## src/hdl/cache_defs.svh

```systemverilog
`ifndef CACHE_DEFS_SVH
`define CACHE_DEFS_SVH

// Cache geometry.
`define CACHE_WAYS 4
`define CACHE_SETS 64
`define LINE_WORDS 4

// Area codes held in address bits 31..29.
`define AREA_CACHED 3'b000
`define AREA_PURGE  3'b010

`endif
```

## src/hdl/cachePkg.sv

```systemverilog
`include "cache_defs.svh"

package cachePkg;

	typedef logic [31:0] addrT;
	typedef logic [31:0] dataT;
	typedef logic [3:0]  byteEnT;
	typedef logic [`CACHE_WAYS-1:0] wayMaskT;

	// The tag is address bits 28..10, the set bits 9..4 and the word bits 3..2.
	typedef logic [$clog2(`CACHE_SETS)-1:0] setIdxT;
	typedef logic [18:0] tagT;
	typedef logic [$clog2(`LINE_WORDS)-1:0] wordIdxT;

	// One bit per pair of ways, as in the six-bit pairwise LRU scheme.
	typedef logic [5:0] lruBitsT;

	typedef enum logic [2:0] {
		idle,
		busRead,
		readDone,
		busWrite,
		lineFill
	} ctrlStateT;

endpackage

```

## src/hdl/cacheLru.sv

```systemverilog
`timescale 1ns/100ps
`include "cache_defs.svh"

module cacheLru (
	input  logic              CLK,
	input  logic              RST_N,
	input  cachePkg::setIdxT  setIdx,
	input  logic              touchEn,
	input  cachePkg::wayMaskT touchWay,
	output cachePkg::wayMaskT victimWay
);
	import cachePkg::*;

	lruBitsT lruBits [`CACHE_SETS];
	lruBitsT curBits;

	// Bit 5 orders ways 0/1, 4 ways 0/2, 3 ways 0/3, 2 ways 1/2, 1 ways 1/3, 0 ways 2/3.
	function automatic lruBitsT markUsed(input wayMaskT way, input lruBitsT bits);
		lruBitsT res;
		res = bits;
		case (1'b1)
			way[0]: res = {3'b000, bits[2:0]};
			way[1]: res = {1'b1, bits[4:3], 2'b00, bits[0]};
			way[2]: res = {bits[5], 1'b1, bits[3], 1'b1, bits[1], 1'b0};
			way[3]: res = {bits[5:4], 1'b1, bits[2], 2'b11};
			default: res = bits;
		endcase
		return res;
	endfunction

	assign curBits = lruBits[setIdx];

	always_comb begin
		casez (curBits)
			6'b111???: victimWay = 4'b0001;
			6'b0??11?: victimWay = 4'b0010;
			6'b?0?0?1: victimWay = 4'b0100;
			6'b??0?00: victimWay = 4'b1000;
			default:   victimWay = 4'b0001;
		endcase
	end

	always_ff @(posedge CLK or negedge RST_N) begin
		if (!RST_N) begin
			for (int s = 0; s < `CACHE_SETS; s++) begin
				lruBits[s] <= '0;
			end
		end else if (touchEn) begin
			lruBits[setIdx] <= markUsed(touchWay, curBits);
		end
	end

endmodule

```

## config.mk

```make
export PLATFORM = sky130hd
export DESIGN_NAME = cacheLru
export DESIGN_NICKNAME = d
export VERILOG_FILES = /design/src/hdl/cachePkg.sv /design/src/hdl/cacheLru.sv
export VERILOG_INCLUDE_DIRS = /design/src /design/src/hdl
export SDC_FILE = /design/constraint.sdc
export NUM_CORES = 1
export LEC_CHECK = 0
export BUFFER_PORTS_ARGS = -buffer_cell sky130_fd_sc_hd__buf_2
export CORE_AREA = 2 2 245 247
export CTS_CLUSTER_SIZE = 10
export DETAILED_ROUTE_END_ITERATION = 10
export DIE_AREA = 0 0 247 249
export GPL_ROUTABILITY_DRIVEN = 1
export PLACE_DENSITY = 0.44
export RECOVER_POWER = 100
export SYNTH_ARGS = -nofsm -noshare
export SYNTH_HDL_FRONTEND = slang
export SYNTH_SLANG_ARGS = --single-unit
```

## constraint.sdc

```tcl
create_clock -name CLK -period 5.9 [get_ports CLK]
set_input_delay 0.885 -clock CLK [delete_from_list [all_inputs] [get_ports CLK]]
set_output_delay 0.885 -clock CLK [all_outputs]
set_load 0.01 [all_outputs]
```

# After elaboration in Yosys (flattened, before gate mapping)
# Cells that the tools add are included.
dict set report op_classes {
  n_lt_le_gt_ge 2
  eq_ne 2
  n_mux 12
  n_bitwise 1
  n_reduce_logical 2
}
# cell count
set op_table {}
lappend op_table {{384-bit bitwise mux} 1}
lappend op_table {{6-bit binary-select mux with 6-bit select} 1}
lappend op_table {{6-bit demux with 6-bit select} 1}
lappend op_table {{6-bit two-way mux} 6}
lappend op_table {{4-bit case mux with 3 select lines} 1}
lappend op_table {{7-bit greater-or-equal comparator (second input constant)} 1}
lappend op_table {{7-bit by 1-bit < comparator with 1-bit output (second input constant)} 1}
lappend op_table {{6-bit inverter with 7-bit output} 1}
lappend op_table {{5-bit two-way mux} 1}
lappend op_table {{4-bit two-way mux} 1}
lappend op_table {{3-bit by 1-bit == test with 1-bit output (second input constant)} 1}
lappend op_table {{3-bit by 2-bit == test with 1-bit output (second input constant)} 1}
lappend op_table {{3-bit zero test} 1}
lappend op_table {{1-bit logical AND} 1}
dict set report totals {
  reg_bits 384
  in_bits 13
  out_inout_bits 4
  wordCells 83
}

# Logic depth before layout (Yosys ltp)
dict set report depth {
  word_depth 10
  ltp_mapped 13
  ltp_nobuf 7
}

# Worst setup path after synthesis
# OpenSTA, ideal clock, no wires.
dict set report synth_path {
  path_kind {input to output}
  startpoint {input setIdx[1]}
  endpoint {output victimWay[0]}
  arrival_ps 3111
  required_ps 5015
  setup_slack_ps 1904
  cell_stages 12
  n_path_buf 5
  path_cell_list {buf_4 > buf_6 > buf_4 > buf_4 > clkbuf_1 > nand2_1 > mux4_2 > a31oi_1 > a221oi_1 > nand4_1 > and3b_1 > nor3_1}
}
dict set report synth_between {
  elab_chain_cells 6
  word_cells_on_any_way 8
  cone_classes {2 x eq/ne; 4 x mux; 1 x bitwise; 1 x reduce/logical}
}
# item line_no
set synth_lines {}
lappend synth_lines {{start: declaration} cacheLru.sv:7} ;# input cachePkg::setIdxT setIdx,
lappend synth_lines {{6-bit inverter with 7-bit output (implied by the code) (*)} cacheLru.sv:31} ;# assign curBits = lruBits[setIdx];
lappend synth_lines {{6-bit binary-select mux with 6-bit select (*)} cacheLru.sv:31}
lappend synth_lines {{6-bit two-way mux (implied by the code) (*) (2 in series)} cacheLru.sv:31}
lappend synth_lines {{3-bit by 1-bit == test with 1-bit output, or another cell as far along} cacheLru.sv:34} ;# casez (curBits)
lappend synth_lines {{4-bit case mux with 3 select lines (*)} cacheLru.sv:34}
lappend synth_lines {{end: declaration} cacheLru.sv:10} ;# output cachePkg::wayMaskT victimWay
# Every way passes the cells marked *; elsewhere a longest branch is shown, timed or not. The select of a mux whose other input is x is not followed.

# Worst setup path in the final report
dict set report layout_path {
  startpoint {input setIdx[0]}
  endpoint {output victimWay[0]}
}
# Same word-level chain as after synthesis.

==> flow_summary.json <==
{
  "r2r-end": "lruBits[314]$_DFFE_PN0P_",
  "mostFrequentLayoutCell": "nand2_1",
  "antenna_found_initial": 1,
  "die_w_um": 247,
  "total_power_w": 0.00635,
  "cts_resized": 0,
  "hold_start": "lruBits[209]$_DFFE_PN0P_",
  "routed_via_density": 5.25,
  "yosys_most_used_dff": "dfrtp_1",
  "drt_wl_total_um": 61000,
  "clkTransAtPathRegs_ns": 0.05,
  "grt.total_usage_pct": 20.2,
  "post-cts-setup-buffer-count": 0,
  "syn-cell-area_sq_um": 17500,
  "largest_register_ffs": 384,
  "critPathCaptureType": "output port",
  "peakVddDrop_mv": 0.180,
  "ctsHoldBuffers": 0,
  "clock_skew_ns": 0.0223,
  "coreArea_sq_um": 58700,
  "status": "finished with violations",
  "setup_viol": 0,
  "finalHoldViolCount": 0,
  "finalMaxSlewViolations": 138,
  "cpMaxStageDelayCell": "clkbuf_2",
  "required_ns": 5.02,
  "use_met2_pct": 31.0,
  "synthCells": 1833,
  "r2r_slack_ns": 1.62,
  "io_pins": 17,
  "nNetsFinal": 1796,
  "rows": 89,
  "vias": 13500,
  "finalNonFillerCells": 2576,
  "ant_nets": 0,
  "cts_tree": "yes",
  "place_ws_ns": 0.860,
  "cp-start-kind": "input pin",
  "grt_pass1_vias": 13600,
  "crit_family": "buffers and inverters",
  "clk_latency_ns": 0.59,
  "reg_top3": "lruBits: 384 flops",
  "violations": "max-capacitance violations, max-slew violations",
  "drtIter0Drc": 1153,
  "cts_sinks": 384,
  "place_inst": 2508,
  "drc": 0,
  "whs_endpoint": "lruBits[209]$_DFFE_PN0P_",
  "die_area_sq_um": 61500,
  "worstMarginPinSlew_ns": 4.34,
  "crit_fanout": 47,
  "wl_per_cell_um": 23.7,
  "cts_buffers": 46,
  "final_cell_mix": "487 x nand2_1, 394 x o21ai_0, 384 x dfrtp_1",
  "io_buffers": 16,
  "grtUsageMet3_pct": 3.24,
  "synth_edf_count": 0,
  "cts_htree_levels": 2,
  "rsz0062_at_grt": "false",
  "clock_path_buffers": 3,
  "gr-total-overflow": 0,
  "async_flop_share_pct": 100,
  "synth.yosys.warnings": 0,
  "fmax_mhz": 189,
  "final.min_clock_period_ns": 5.30,
  "setup_slack_ns": 0.603,
  "setup_tns_ns": 0,
  "yosysSeqAreaShare_pct": 54.9,
  "crit_chain": "buf_4 > nor2_1 > clkbuf_2 > a32o_1 > o31a_1 > a221oi_1 > nand4_1 > nor3b_1 > nor3_1 > clkbuf_1",
  "slowest_delay_ns": 0.50,
  "hp-class": "reg -> reg",
  "layout-drive-gt1-share_pct": 10.2,
  "use_met1_pct": 29.2,
  "ys_types": 60,
  "start_util_pct": 29.8,
  "synth_nets": 1846,
  "max_slew_margin_pct": -190,
  "cap_violations": 4,
  "syn_to_final_growth_pct": 11.6,
  "worstSetupPathType": "in -> out",
  "dp_hpwl_um": 40500,
  "synth_area_per_cell_sq_um": 9.55,
  "reg2regPathDepth": 9,
  "critPathArrivalTime_ns": 4.41,
  "busiest_layer": "met2",
  "grt_max_degree": 95,
  "grt_pass1_wl_um": 93100,
  "hold_depth": 2,
  "ys_ff_latch": 384,
  "largest-register": "lruBits",
  "gp_congestion": 0.901,
  "rr_startpoint": "lruBits[140]$_DFFE_PN0P_",
  "drt_first_pass_iters": 6,
  "dieHeight_um": 249,
  "fin_crit_sh_pct": 89.8,
  "crit_buf_inv": 3,
  "p_per_area_nw_per_um2": 325,
  "p_leak_nw": 8.22,
  "cts_root_buf": "clkbuf_16"
}
[cell families after synthesis]
family                 count (synthesis)  synth area share (%)
AO/OA/AOI/OAI                        575                  19.3
AND/OR/NAND/NOR                      636                  15.8
flip-flops                           384                  54.9
multiplexers                          62                  5.11
buffers and inverters                176                  4.91
[synth_stat cells (7+ instances only)]
cell	n	area, sq um
buf_6	17	191
mux4_2	20	450
mux2_2	19	214
or3b_2	13	114
a221oi_1	58	508
a21oi_1	31	155
mux2i_1	23	230
nor2b_1	8	50.1
a22oi_1	25	188
buf_4	13	97.6
o21ai_0	390	1950
nand2b_1	12	75.1
nand3_1	17	85.1
a31oi_1	8	50.1
nor2_1	21	78.8
nand3b_1	25	188
nor3_1	16	80.1
clkbuf_1	122	458
o22ai_1	11	68.8
dfrtp_1	384	9610
nand2_1	487	1830
buf_2	17	85.1
a211oi_1	7	52.6
[power breakdown]
part | switching, W | internal, W
Clock | 0.00111 | 0.00152
Sequential | 0.000150 | 0.00288
Combinational | 0.000464 | 0.000220
Total | 0.00172 | 0.00463
[how the worst max path moves through the flow]
stage          startpoint                      end  slack, ns  depth (start not counted)
2_1_floorplan   setIdx[1]             victimWay[0]       1.90                         12
3_3_place_gp    setIdx[0]             victimWay[0]       0.80                         10
3_5_place_dp    setIdx[2]             victimWay[0]       0.86                         11
4_1_cts         setIdx[2]             victimWay[0]       0.84                         11
5_1_grt         setIdx[0]  lruBits[81]$_DFFE_PN0P_       0.41                         10
6_report        setIdx[0]             victimWay[0]       0.60                         10
[layer usage]
metal | share of wire, % | vias to the layer above
li1 | - | 6306
met1 | 46 | 6759
met2 | 46 | 377
met3 | 5.6 | 84
met4 | 2.5 | 0
met5 | 0 | -
[worst register-to-register path, cell delays in order (launching register included)]
cell and delay [ns]:
dfrtp_1 0.37, or3b_2 0.19, a21oi_1 0.07, o41a_1 0.50
nor4_1 0.46, buf_4 0.21, nand4_1 0.18, o21ai_4 0.73
clkbuf_1 1.12, o21ai_0 0.28
[through the flow]
step	hold WS [ns]	cell area [sq um]	utilization (%)
2_1_floorplan	0.442	17500	-
3_3_place_gp	0.454	18300	31.2
3_5_place_dp	0.464	18300	31.2
4_1_cts	0.342	19700	33.5
5_1_grt	0.495	19500	33.3
6_report	0.473	19500	33.3
[final cells by class]
cell class	instances	area (sq um)
Fill cell	6041	39100
Clock buffer	63	1310
Timing Repair Buffer	73	557
Multi-Input combinational cell	1273	7040
Inverter	5	20.0
Tap cell	773	967
Clock inverter	3	37.5
Sequential cell	384	9610
Antenna cell	2	5.00
No activity file was read; power rests on OpenSTA's default activity.
