## src/hdl/cache_defs.svh

```systemverilog
`ifndef CACHE_DEFS_SVH
`define CACHE_DEFS_SVH

// Cache geometry.
`define CACHE_WAYS 4
`define CACHE_SETS 64
`define LINE_WORDS 4

// Area codes held in address bits 31..29.
`define AREA_CACHED 3'b000
`define AREA_PURGE  3'b010

`endif
```

## src/hdl/cachePkg.sv

```systemverilog
`include "cache_defs.svh"

package cachePkg;

	typedef logic [31:0] addrT;
	typedef logic [31:0] dataT;
	typedef logic [3:0]  byteEnT;
	typedef logic [`CACHE_WAYS-1:0] wayMaskT;

	// The tag is address bits 28..10, the set bits 9..4 and the word bits 3..2.
	typedef logic [$clog2(`CACHE_SETS)-1:0] setIdxT;
	typedef logic [18:0] tagT;
	typedef logic [$clog2(`LINE_WORDS)-1:0] wordIdxT;

	// One bit per pair of ways, as in the six-bit pairwise LRU scheme.
	typedef logic [5:0] lruBitsT;

	typedef enum logic [2:0] {
		idle,
		busRead,
		readDone,
		busWrite,
		lineFill
	} ctrlStateT;

endpackage

```

## src/hdl/cacheBusCtrl.sv

```systemverilog
`timescale 1ns/100ps
`include "cache_defs.svh"

module cacheBusCtrl (
	input  logic              CLK,
	input  logic              RST_N,
	input  logic              cbusReq,
	input  logic              cbusWr,
	input  cachePkg::addrT    cbusA,
	input  cachePkg::dataT    cbusDi,
	input  cachePkg::byteEnT  cbusBa,
	input  cachePkg::wayMaskT wayHit,
	input  cachePkg::wayMaskT victimWay,
	input  cachePkg::dataT    cacheData,
	input  cachePkg::dataT    ibusDi,
	input  logic              ibusWait,
	output cachePkg::dataT    cbusDo,
	output logic              cbusBusy,
	output cachePkg::addrT    ibusA,
	output cachePkg::dataT    ibusDo,
	output cachePkg::byteEnT  ibusBa,
	output logic              ibusWe,
	output logic              ibusReq,
	output logic              ibusLock,
	output logic              fillEn,
	output cachePkg::wayMaskT fillWay,
	output cachePkg::addrT    fillAddr,
	output logic              purgeEn,
	output logic              wrEn,
	output cachePkg::wayMaskT wrWay,
	output cachePkg::addrT    wrAddr,
	output cachePkg::byteEnT  wrBa,
	output cachePkg::dataT    wrData,
	output logic              touchEn,
	output cachePkg::wayMaskT touchWay
);
	import cachePkg::*;

	ctrlStateT state;
	wayMaskT   fillWayReg;
	dataT      rdDataReg;
	wordIdxT   reqWord;
	wordIdxT   fillWord;
	logic      isCached, isPurge, hit, reqIdle, beatDone, lastBeat;
	logic      startWrite, startRead, startFill, writeHit, fillBeat, busyInt;

	assign isCached   = (cbusA[31:29] == `AREA_CACHED);
	assign isPurge    = (cbusA[31:29] == `AREA_PURGE);
	assign hit        = |wayHit;
	assign reqWord    = cbusA[3:2];
	assign fillWord   = ibusA[3:2];
	assign reqIdle    = (state == idle) && cbusReq;
	assign startWrite = reqIdle && cbusWr && !isPurge;
	assign startRead  = reqIdle && !cbusWr && !isCached;
	assign startFill  = reqIdle && !cbusWr && isCached && !hit;
	assign beatDone   = ibusReq && !ibusWait;
	// The fill wraps around the line so the requested word is the last beat.
	assign lastBeat   = (fillWord == reqWord);
	assign writeHit   = (state == busWrite) && beatDone && isCached && hit;
	assign fillBeat   = (state == lineFill) && beatDone;

	always_comb begin
		case (state)
			idle:     busyInt = cbusWr ? !isPurge : !(isCached && hit);
			readDone: busyInt = 1'b0;
			busWrite: busyInt = ibusWait;
			default:  busyInt = 1'b1;
		endcase
	end

	assign cbusBusy = cbusReq && busyInt;
	assign cbusDo   = (state == readDone) ? rdDataReg : cacheData;
	assign purgeEn  = reqIdle && cbusWr && isPurge;

	assign fillEn   = fillBeat;
	assign fillWay  = fillWayReg;
	assign fillAddr = ibusA;

	assign wrEn     = writeHit || fillBeat;
	assign wrWay    = (state == lineFill) ? fillWayReg : wayHit;
	assign wrAddr   = (state == lineFill) ? ibusA : cbusA;
	assign wrBa     = (state == lineFill) ? 4'hF : cbusBa;
	assign wrData   = (state == lineFill) ? ibusDi : cbusDi;

	assign touchEn  = (reqIdle && !cbusWr && isCached && hit) || writeHit || (fillBeat && lastBeat);
	assign touchWay = (state == lineFill) ? fillWayReg : wayHit;

	always_ff @(posedge CLK or negedge RST_N) begin
		if (!RST_N) begin
			state    <= idle;
			ibusReq  <= 1'b0;
			ibusWe   <= 1'b0;
			ibusLock <= 1'b0;
		end else begin
			case (state)
				idle: begin
					if (startWrite) begin
						state   <= busWrite;
						ibusReq <= 1'b1;
						ibusWe  <= 1'b1;
					end else if (startRead) begin
						state   <= busRead;
						ibusReq <= 1'b1;
					end else if (startFill) begin
						state    <= lineFill;
						ibusReq  <= 1'b1;
						ibusLock <= 1'b1;
					end
				end
				busRead: begin
					if (beatDone) begin
						state   <= readDone;
						ibusReq <= 1'b0;
					end
				end
				readDone: state <= idle;
				busWrite: begin
					if (beatDone) begin
						state   <= idle;
						ibusReq <= 1'b0;
						ibusWe  <= 1'b0;
					end
				end
				lineFill: begin
					if (beatDone && lastBeat) begin
						state    <= idle;
						ibusReq  <= 1'b0;
						ibusLock <= 1'b0;
					end
				end
				default: state <= idle;
			endcase
		end
	end

	always_ff @(posedge CLK) begin
		if (startWrite || startRead) begin
			ibusA  <= cbusA;
			ibusBa <= cbusBa;
		end else if (startFill) begin
			ibusA      <= {cbusA[31:4], wordIdxT'(reqWord + 2'd1), 2'b00};
			ibusBa     <= 4'hF;
			fillWayReg <= victimWay;
		end else if (fillBeat) begin
			ibusA[3:2] <= wordIdxT'(fillWord + 2'd1);
		end
		if (startWrite) begin
			ibusDo <= cbusDi;
		end
		if ((state == busRead) && beatDone) begin
			rdDataReg <= ibusDi;
		end
	end

endmodule

```

## config.mk

```make
export PLATFORM = sky130hd
export DESIGN_NAME = cacheBusCtrl
export DESIGN_NICKNAME = d
export VERILOG_FILES = /design/src/hdl/cachePkg.sv /design/src/hdl/cacheBusCtrl.sv
export VERILOG_INCLUDE_DIRS = /design/src /design/src/hdl
export SDC_FILE = /design/constraint.sdc
export NUM_CORES = 1
export LEC_CHECK = 0
export ABC_AREA = 1
export BUFFER_PORTS_ARGS = -buffer_cell sky130_fd_sc_hd__buf_2
export CAP_MARGIN = 20
export CORE_AREA = 3 3 142 144
export DETAILED_ROUTE_END_ITERATION = 8
export DIE_AREA = 0 0 145 147
export PLACE_DENSITY = 0.58
export SLEW_MARGIN = 10
export SYNTH_ARGS = -nofsm -noshare
export SYNTH_HDL_FRONTEND = slang
export SYNTH_SLANG_ARGS = --single-unit
```

## constraint.sdc

```tcl
create_clock -name CLK -period 7.1 [get_ports CLK]
set_input_delay 1.42 -clock CLK [delete_from_list [all_inputs] [get_ports CLK]]
set_output_delay 1.42 -clock CLK [all_outputs]
set_load 0.02 [all_outputs]
```

* Word level (Yosys, flattened, before mapping) *
Cells that the tools add are included.

operators by class
  add/subtract/negate cells = 2
  reductions and logical operators = 43
  equal/unequal tests = 15
  mux-type cells = 32
  bitwise logic cells = 1

operator list
  kind                   count
  $mux W32               4
  $mux W28               1
  $logic_and A1 B1 Y1    19
  $mux W3                6
  $mux W4                4
  $ne A2 B2 Y1 const B   6
  $pmux W3 S4            1
  $eq A3 B2 Y1 const B   3
  $mux W1                9
  $reduce_and A4 Y1      2
  $logic_not A1 Y1       6
  $logic_not A3 Y1       2
  $mux W2                3
  $pmux W1 S3            2
  $reduce_bool A2 Y1     3
  $reduce_bool A3 Y1     2
  $reduce_and A5 Y1      1
  $add A2 B1 Y2 const B  2
  $logic_or A1 B1 Y1     4
  $ne A2 B1 Y1 const B   2
  $ne A4 B4 Y1 const B   1
  $pmux W1 S2            2
  $reduce_or A4 Y1       1
  $eq A3 B1 Y1 const B   1
  6 further kinds        6

storage, ports and cells
  bits of input ports = 145
  word-level logic and storage cells = 103
  output and inout bits = 220
  flip-flop bits (word level) = 110

* Depth between registers and ports, before layout *
  depth after elaboration = 9
  gate-level depth with buffers = 10
  mapped depth without buffers = 10

* Least setup slack after synthesis *
Ideal clock, no wire load.

  kind = input-to-reg
  start = input port cbusA[31]
  end = register ibusA[0] (netlist: fillAddr[0]) (enable)
  path buffers = 0
  path slack = 3,165 ps
  data arrival time = 3,547 ps
  stages on the path = 8
  setup time = 389 ps
  data required time = 6,711 ps
  path through = inv_1 -> nand3_1 -> nand2_1 -> nor2_2 -> a21oi_4 -> inv_2 -> nor2_1 -> inv_1

between the ends
  word-level cells in the longest chain between the ends = 5
  elaborated cells between the ends (all ways) = 10
  those cells by class = eq/ne (1); reduce/logical (9)

ends and longest elaborated chain
  element                                                     RTL line                                text
  start, declared                                             cacheBusCtrl.sv:9                       input cachePkg::addrT cbusA,
  $eq A3 B2 Y1 (no line) or $logic_not A3 Y1 (tied branches)  --
  $logic_not A1 Y1 (on tied branches)                         cacheBusCtrl.sv:53, cacheBusCtrl.sv:54
  $logic_and A1 B1 Y1 (on tied branches)                      cacheBusCtrl.sv:53, cacheBusCtrl.sv:54
  $logic_or A1 B1 Y1                                          cacheBusCtrl.sv:137                     if (startWrite || startRead) begin
  $reduce_bool A2 Y1 (no line) *                              --
  end signal, assigned                                        cacheBusCtrl.sv:138                     ibusA <= cbusA;
  end signal, assigned                                        cacheBusCtrl.sv:141                     ibusA <= {cbusA[31:4], wordIdxT'(reqWord + 2'd1), 2'b00};
  end, declared                                               cacheBusCtrl.sv:19                      output cachePkg::addrT ibusA,

Mark *: on every way between the ends. The rest lies on a longest branch, timed or not.
A chain may end at the register's enable or synchronous reset.

* Final worst setup path *
  start = input port ibusWait
  end = output port touchEn

between the ends
  word-level cells in the longest chain between the ends = 7
  elaborated cells between the ends (all ways) = 9
  those cells by class = reduce/logical (9)

ends and longest elaborated chain
  element                           RTL line            text
  start, declared                   cacheBusCtrl.sv:16  input logic ibusWait,
  $logic_not A1 Y1 *                cacheBusCtrl.sv:56  assign beatDone = ibusReq && !ibusWait;
  $logic_and A1 B1 Y1 *             cacheBusCtrl.sv:56
  $logic_and A1 B1 Y1 (3 in a row)  cacheBusCtrl.sv:59  assign writeHit = (state == busWrite) && beatDone && isCached && hit;
  $logic_or A1 B1 Y1                cacheBusCtrl.sv:85  assign touchEn = (reqIdle && !cbusWr && isCached && hit) || writeHit || (fillBeat && lastBeat);
  $logic_or A1 B1 Y1 *              cacheBusCtrl.sv:85
  end, declared                     cacheBusCtrl.sv:34  output logic touchEn,

Marked as above.

==> impl_metrics.xml <==
<?xml version="1.0" encoding="UTF-8"?>
<metrics>
  <group name="place">
    <metric name="pre_cts_slack" unit="ns">3.01</metric>
    <metric name="port_buffers" unit="">364</metric>
    <metric name="hpwl" unit="mm">13.0</metric>
    <metric name="place_congestion" unit="">0.821</metric>
    <metric name="placed_cells" unit="">1080</metric>
  </group>
  <group name="setup_path">
    <metric name="crit_required" unit="ns">5.68</metric>
    <metric name="timing.reg2reg.worst_path_depth" unit="">9</metric>
    <metric name="crit-reg2reg-capture" unit="">fillAddr[23]</metric>
    <metric name="worst_path_max_delay_cell" unit="">nor4_1</metric>
    <metric name="worstPathCellList" unit="">buf_2 &gt; inv_1 &gt; nand2_1 &gt; nor4_1 &gt; nand3_1 &gt; o221ai_1 &gt; buf_2</metric>
    <metric name="timing.critical_path.mode_cell" unit="">buf_2</metric>
    <metric name="critical_path_class" unit="">in -&gt; out</metric>
    <metric name="reg2reg_from" unit="">state[1]</metric>
    <metric name="regToRegSetupSlack" unit="ns">4.37</metric>
    <metric name="setup.worst_path.end_class" unit="">primary output</metric>
    <metric name="timing.critical_path.from_type" unit="">input port</metric>
    <metric name="worstPathMaxFanout" unit="">6</metric>
    <metric name="arrival" unit="ns">2.68</metric>
    <metric name="crit_path_max_incr_delay" unit="ns">0.39</metric>
  </group>
  <group name="hold_path">
    <metric name="timing.hold.worst_endpoint" unit="">ibusLock</metric>
    <metric name="min_delay_path_depth" unit="">2</metric>
    <metric name="worst_hold_startpoint" unit="">ibusLock</metric>
    <metric name="hold_class" unit="">reg -&gt; reg</metric>
  </group>
  <group name="pwr">
    <metric name="clkPwrFrac" unit="%">23.9</metric>
    <metric name="power_switching" unit="uW">733</metric>
    <metric name="share_of_total_power_in_combinational_logic" unit="%">33.0</metric>
    <metric name="leakage" unit="uW">0.00362</metric>
    <metric name="power_density" unit="nW/um^2">274</metric>
    <metric name="cell_internal_pwr" unit="uW">1290</metric>
    <metric name="highest_ir_drop_seen_on_vdd" unit="mV">0.0984</metric>
    <metric name="netSwitchingFraction" unit="%">36.2</metric>
    <metric name="seq_power_share" unit="%">43.1</metric>
  </group>
  <group name="routing">
    <metric name="detailedRoute.firstPassIterationCount" unit="">4</metric>
    <metric name="detailroute.via_count" unit="">4670</metric>
    <metric name="top_layer" unit="">met4</metric>
    <metric name="wl_met1" unit="mm">7.02</metric>
    <metric name="routedWlPerCell" unit="um">15.6</metric>
    <metric name="met2WireLength" unit="mm">8.58</metric>
    <metric name="drt_first_iter_violations" unit="">200</metric>
    <metric name="detail-route-antenna-nets" unit="">0</metric>
    <metric name="route.detailed.drc" unit="">0</metric>
    <metric name="routed-wl-met3" unit="mm">1.36</metric>
    <metric name="route.final.wire_length" unit="mm">17.1</metric>
    <metric name="route.detailed.vias_per_inst" unit="">4.26</metric>
  </group>
  <group name="yosys">
    <metric name="post_synth_instance_area" unit="um^2">5270</metric>
    <metric name="synth_warnings" unit="">0</metric>
    <metric name="synth_seq_cells" unit="">110</metric>
    <metric name="synthesis.nets" unit="">651</metric>
    <metric name="syn-mean-instance-area" unit="um^2">10.4</metric>
    <metric name="synthesized_instance_count" unit="">506</metric>
    <metric name="synth_sequential_area_ratio" unit="%">62.1</metric>
    <metric name="yosys.cell_types.count" unit="">25</metric>
  </group>
  <group name="sta">
    <metric name="fin_ws" unit="ns">3.00</metric>
    <metric name="drv_slew" unit="">0</metric>
    <metric name="timing_hold_violations_final" unit="">0</metric>
    <metric name="setup_repair_after_global_routing_missed_its_margin" unit="">no</metric>
    <metric name="setup_viol_count_final" unit="">0</metric>
    <metric name="headroom_to_the_max_slew_limit" unit="%">40.1</metric>
    <metric name="worstMarginPinSlew" unit="ns">0.899</metric>
    <metric name="final.setup_skew" unit="ns">0.00600</metric>
    <metric name="final_min_period_over_clock_period" unit="%">57.8</metric>
    <metric name="fin_setup_tns" unit="ns">0</metric>
    <metric name="post-route-min-period" unit="ns">4.10</metric>
    <metric name="fmax" unit="GHz">0.244</metric>
  </group>
  <group name="cts">
    <metric name="cts.sinks" unit="">110</metric>
    <metric name="htreeDepth" unit="">3</metric>
    <metric name="ctsRootBufferMaster" unit="">clkbuf_16</metric>
    <metric name="clk_pin_slew" unit="ns">0.07</metric>
    <metric name="post_cts_hold_buffer_count" unit="">0</metric>
    <metric name="clock_path_buffers" unit="">2</metric>
    <metric name="insertion_delay" unit="ns">0.35</metric>
    <metric name="cts_setup_buffers" unit="">0</metric>
    <metric name="tritoncts_clock_tree" unit="">yes</metric>
    <metric name="cts-buffers-inserted" unit="">9</metric>
    <metric name="ctsResizeCount" unit="">0</metric>
  </group>
  <group name="cells_and_area">
    <metric name="n_fill_cell" unit="">1899</metric>
    <metric name="n_antenna_cell" unit="">0</metric>
    <metric name="post_route_cells_drive_above_1_share" unit="%">50.7</metric>
    <metric name="finalNonFillerCells" unit="">1097</metric>
    <metric name="synthToLayoutAreaGrowth" unit="%">40.3</metric>
    <metric name="net_count_reported_at_finish" unit="">977</metric>
  </group>
  <group name="floorplan">
    <metric name="die_h" unit="um">147</metric>
    <metric name="std_cell_rows" unit="">50</metric>
    <metric name="initial_core_util" unit="%">28.0</metric>
    <metric name="die_width" unit="um">145</metric>
    <metric name="fp.coreArea" unit="um^2">18800</metric>
    <metric name="design.portCount" unit="">365</metric>
    <metric name="die_area" unit="um^2">21300</metric>
  </group>
  <group name="grt">
    <metric name="global_route.usage.total" unit="%">15.5</metric>
    <metric name="gr-total-overflow" unit="">0</metric>
    <metric name="global_route_wire_length_before_repair" unit="mm">26.0</metric>
    <metric name="via_count_of_the_first_global_routing_pass" unit="">4541</metric>
    <metric name="maximum_number_of_pins_on_one_net_before_global_route_repair" unit="">78</metric>
    <metric name="antenna_violations_before_repair" unit="">0</metric>
  </group>
  <group name="run_status">
    <metric name="status" unit="">finished clean</metric>
  </group>
  <group name="flow_run">
    <metric name="cap_violations" unit="">0</metric>
  </group>
</metrics>
[logic make-up after synthesis]
logic type             after synthesis  share of synthesized area [%]
flip-flops                         110                           62.1
XOR/XNOR                             1                          0.166
buffers and inverters               82                           8.90
AND/OR/NAND/NOR                    267                           20.4
AO/OA/AOI/OAI                       14                           1.61
multiplexers                        32                           6.83
[power by group through the flow]
stage,clock (uW),sequential [uW],combinational (uW)
5_1_grt,528,885,724
3_5_place_dp,0,888,669
6_report,483,873,668
3_3_place_gp,0,886,667
2_1_floorplan,0,950,382
4_1_cts,505,875,671
[flip-flops by register name (all words and copies together) (netlist names)]
signal and cells:
state 3, ibusDo 32, ibusWe 1, ibusReq 1
rdDataReg 32, fillAddr 32, fillWay 4, ibusBa 4
ibusLock 1
[worst max path at each step]
stage,from,to,slack (ns),cells after the start
finish,ibusWait,touchEn,3.00,7
global route,ibusWait,touchEn,2.88,7
CTS,ibusWait,touchEn,2.99,7
detailed placement,ibusWait,touchEn,3.01,7
global placement,ibusWait,touchEn,3.09,7
floorplan,cbusA[31],fillAddr[0],3.16,8
[cells in the final DEF (no fill, tap or decap), types with 5 or more instances in the layout]
| cell | Yosys | routed |
|---|---|---|
| dfrtp_1 | 6 | 6 |
| o21ai_0 | 9 | 9 |
| nor2_4 | 3 | 5 |
| mux2_1 | 6 | 6 |
| buf_2 | 9 | 364 |
| mux2_2 | 26 | 26 |
| nor2_1 | 13 | 12 |
| clkbuf_16 | 0 | 9 |
| inv_1 | 24 | 24 |
| nand3_1 | 10 | 9 |
| nand2_1 | 231 | 231 |
| edfxtp_1 | 104 | 104 |
[metal layers]
metal	vias to the layer above	track usage (%)
met5	-	0
met4	0	3.56
met3	14	4.72
met2	230	27.3
met1	2144	18.7
li1	2282	-
[per-stage QoR]
step	total power, uW	util (%)	hold WS [ns]	cell area (um^2)
floorplan	1330	-	0.567	5270
global placement	1550	37.7	0.469	7100
detailed placement	1560	37.7	0.478	7100
CTS	2050	39.2	0.496	7380
global route	2140	39.3	0.535	7400
finish	2020	39.3	0.492	7400
[synthesized netlist by cell type]
cell type | n | area share, %
nor2_4 | 3 | 0.64
mux2_1 | 6 | 1.3
edfxtp_1 | 104 | 59
o221ai_1 | 1 | 0.17
dfrtp_1 | 6 | 2.8
nor2_1 | 13 | 0.93
a21oi_4 | 1 | 0.31
xnor2_1 | 1 | 0.17
buf_4 | 40 | 5.7
nand3_2 | 1 | 0.19
o21ai_1 | 1 | 0.095
buf_1 | 1 | 0.071
buf_2 | 9 | 0.85
mux2_2 | 26 | 5.6
nand4_1 | 4 | 0.47
o21ai_0 | 9 | 0.85
nand3_1 | 10 | 0.95
inv_2 | 4 | 0.28
clkbuf_1 | 4 | 0.28
nand2_1 | 231 | 16
a21oi_1 | 2 | 0.19
nor4_1 | 1 | 0.12
nand3_4 | 1 | 0.33
nor2_2 | 3 | 0.36
inv_1 | 24 | 1.7
[layout make-up]
cell class	instances	area, um^2	share of cell area, %
inverters	28	105	1.42
clock buffers	10	229	3.10
flip-flops and latches	110	3270	44.2
repair buffers	369	1870	25.3
well taps	260	325	4.40
clock inverters	6	43.8	0.592
multi-input cells	314	1550	20.9
[critical path, delay by kind of cell]
| kind | cells | cell delay, ns |
|---|---|---|
| compound gates | 1 | 0.12 |
| buf+inv | 3 | 0.37 |
| simple gates | 3 | 0.76 |
(Power assumes the default switching activity.)
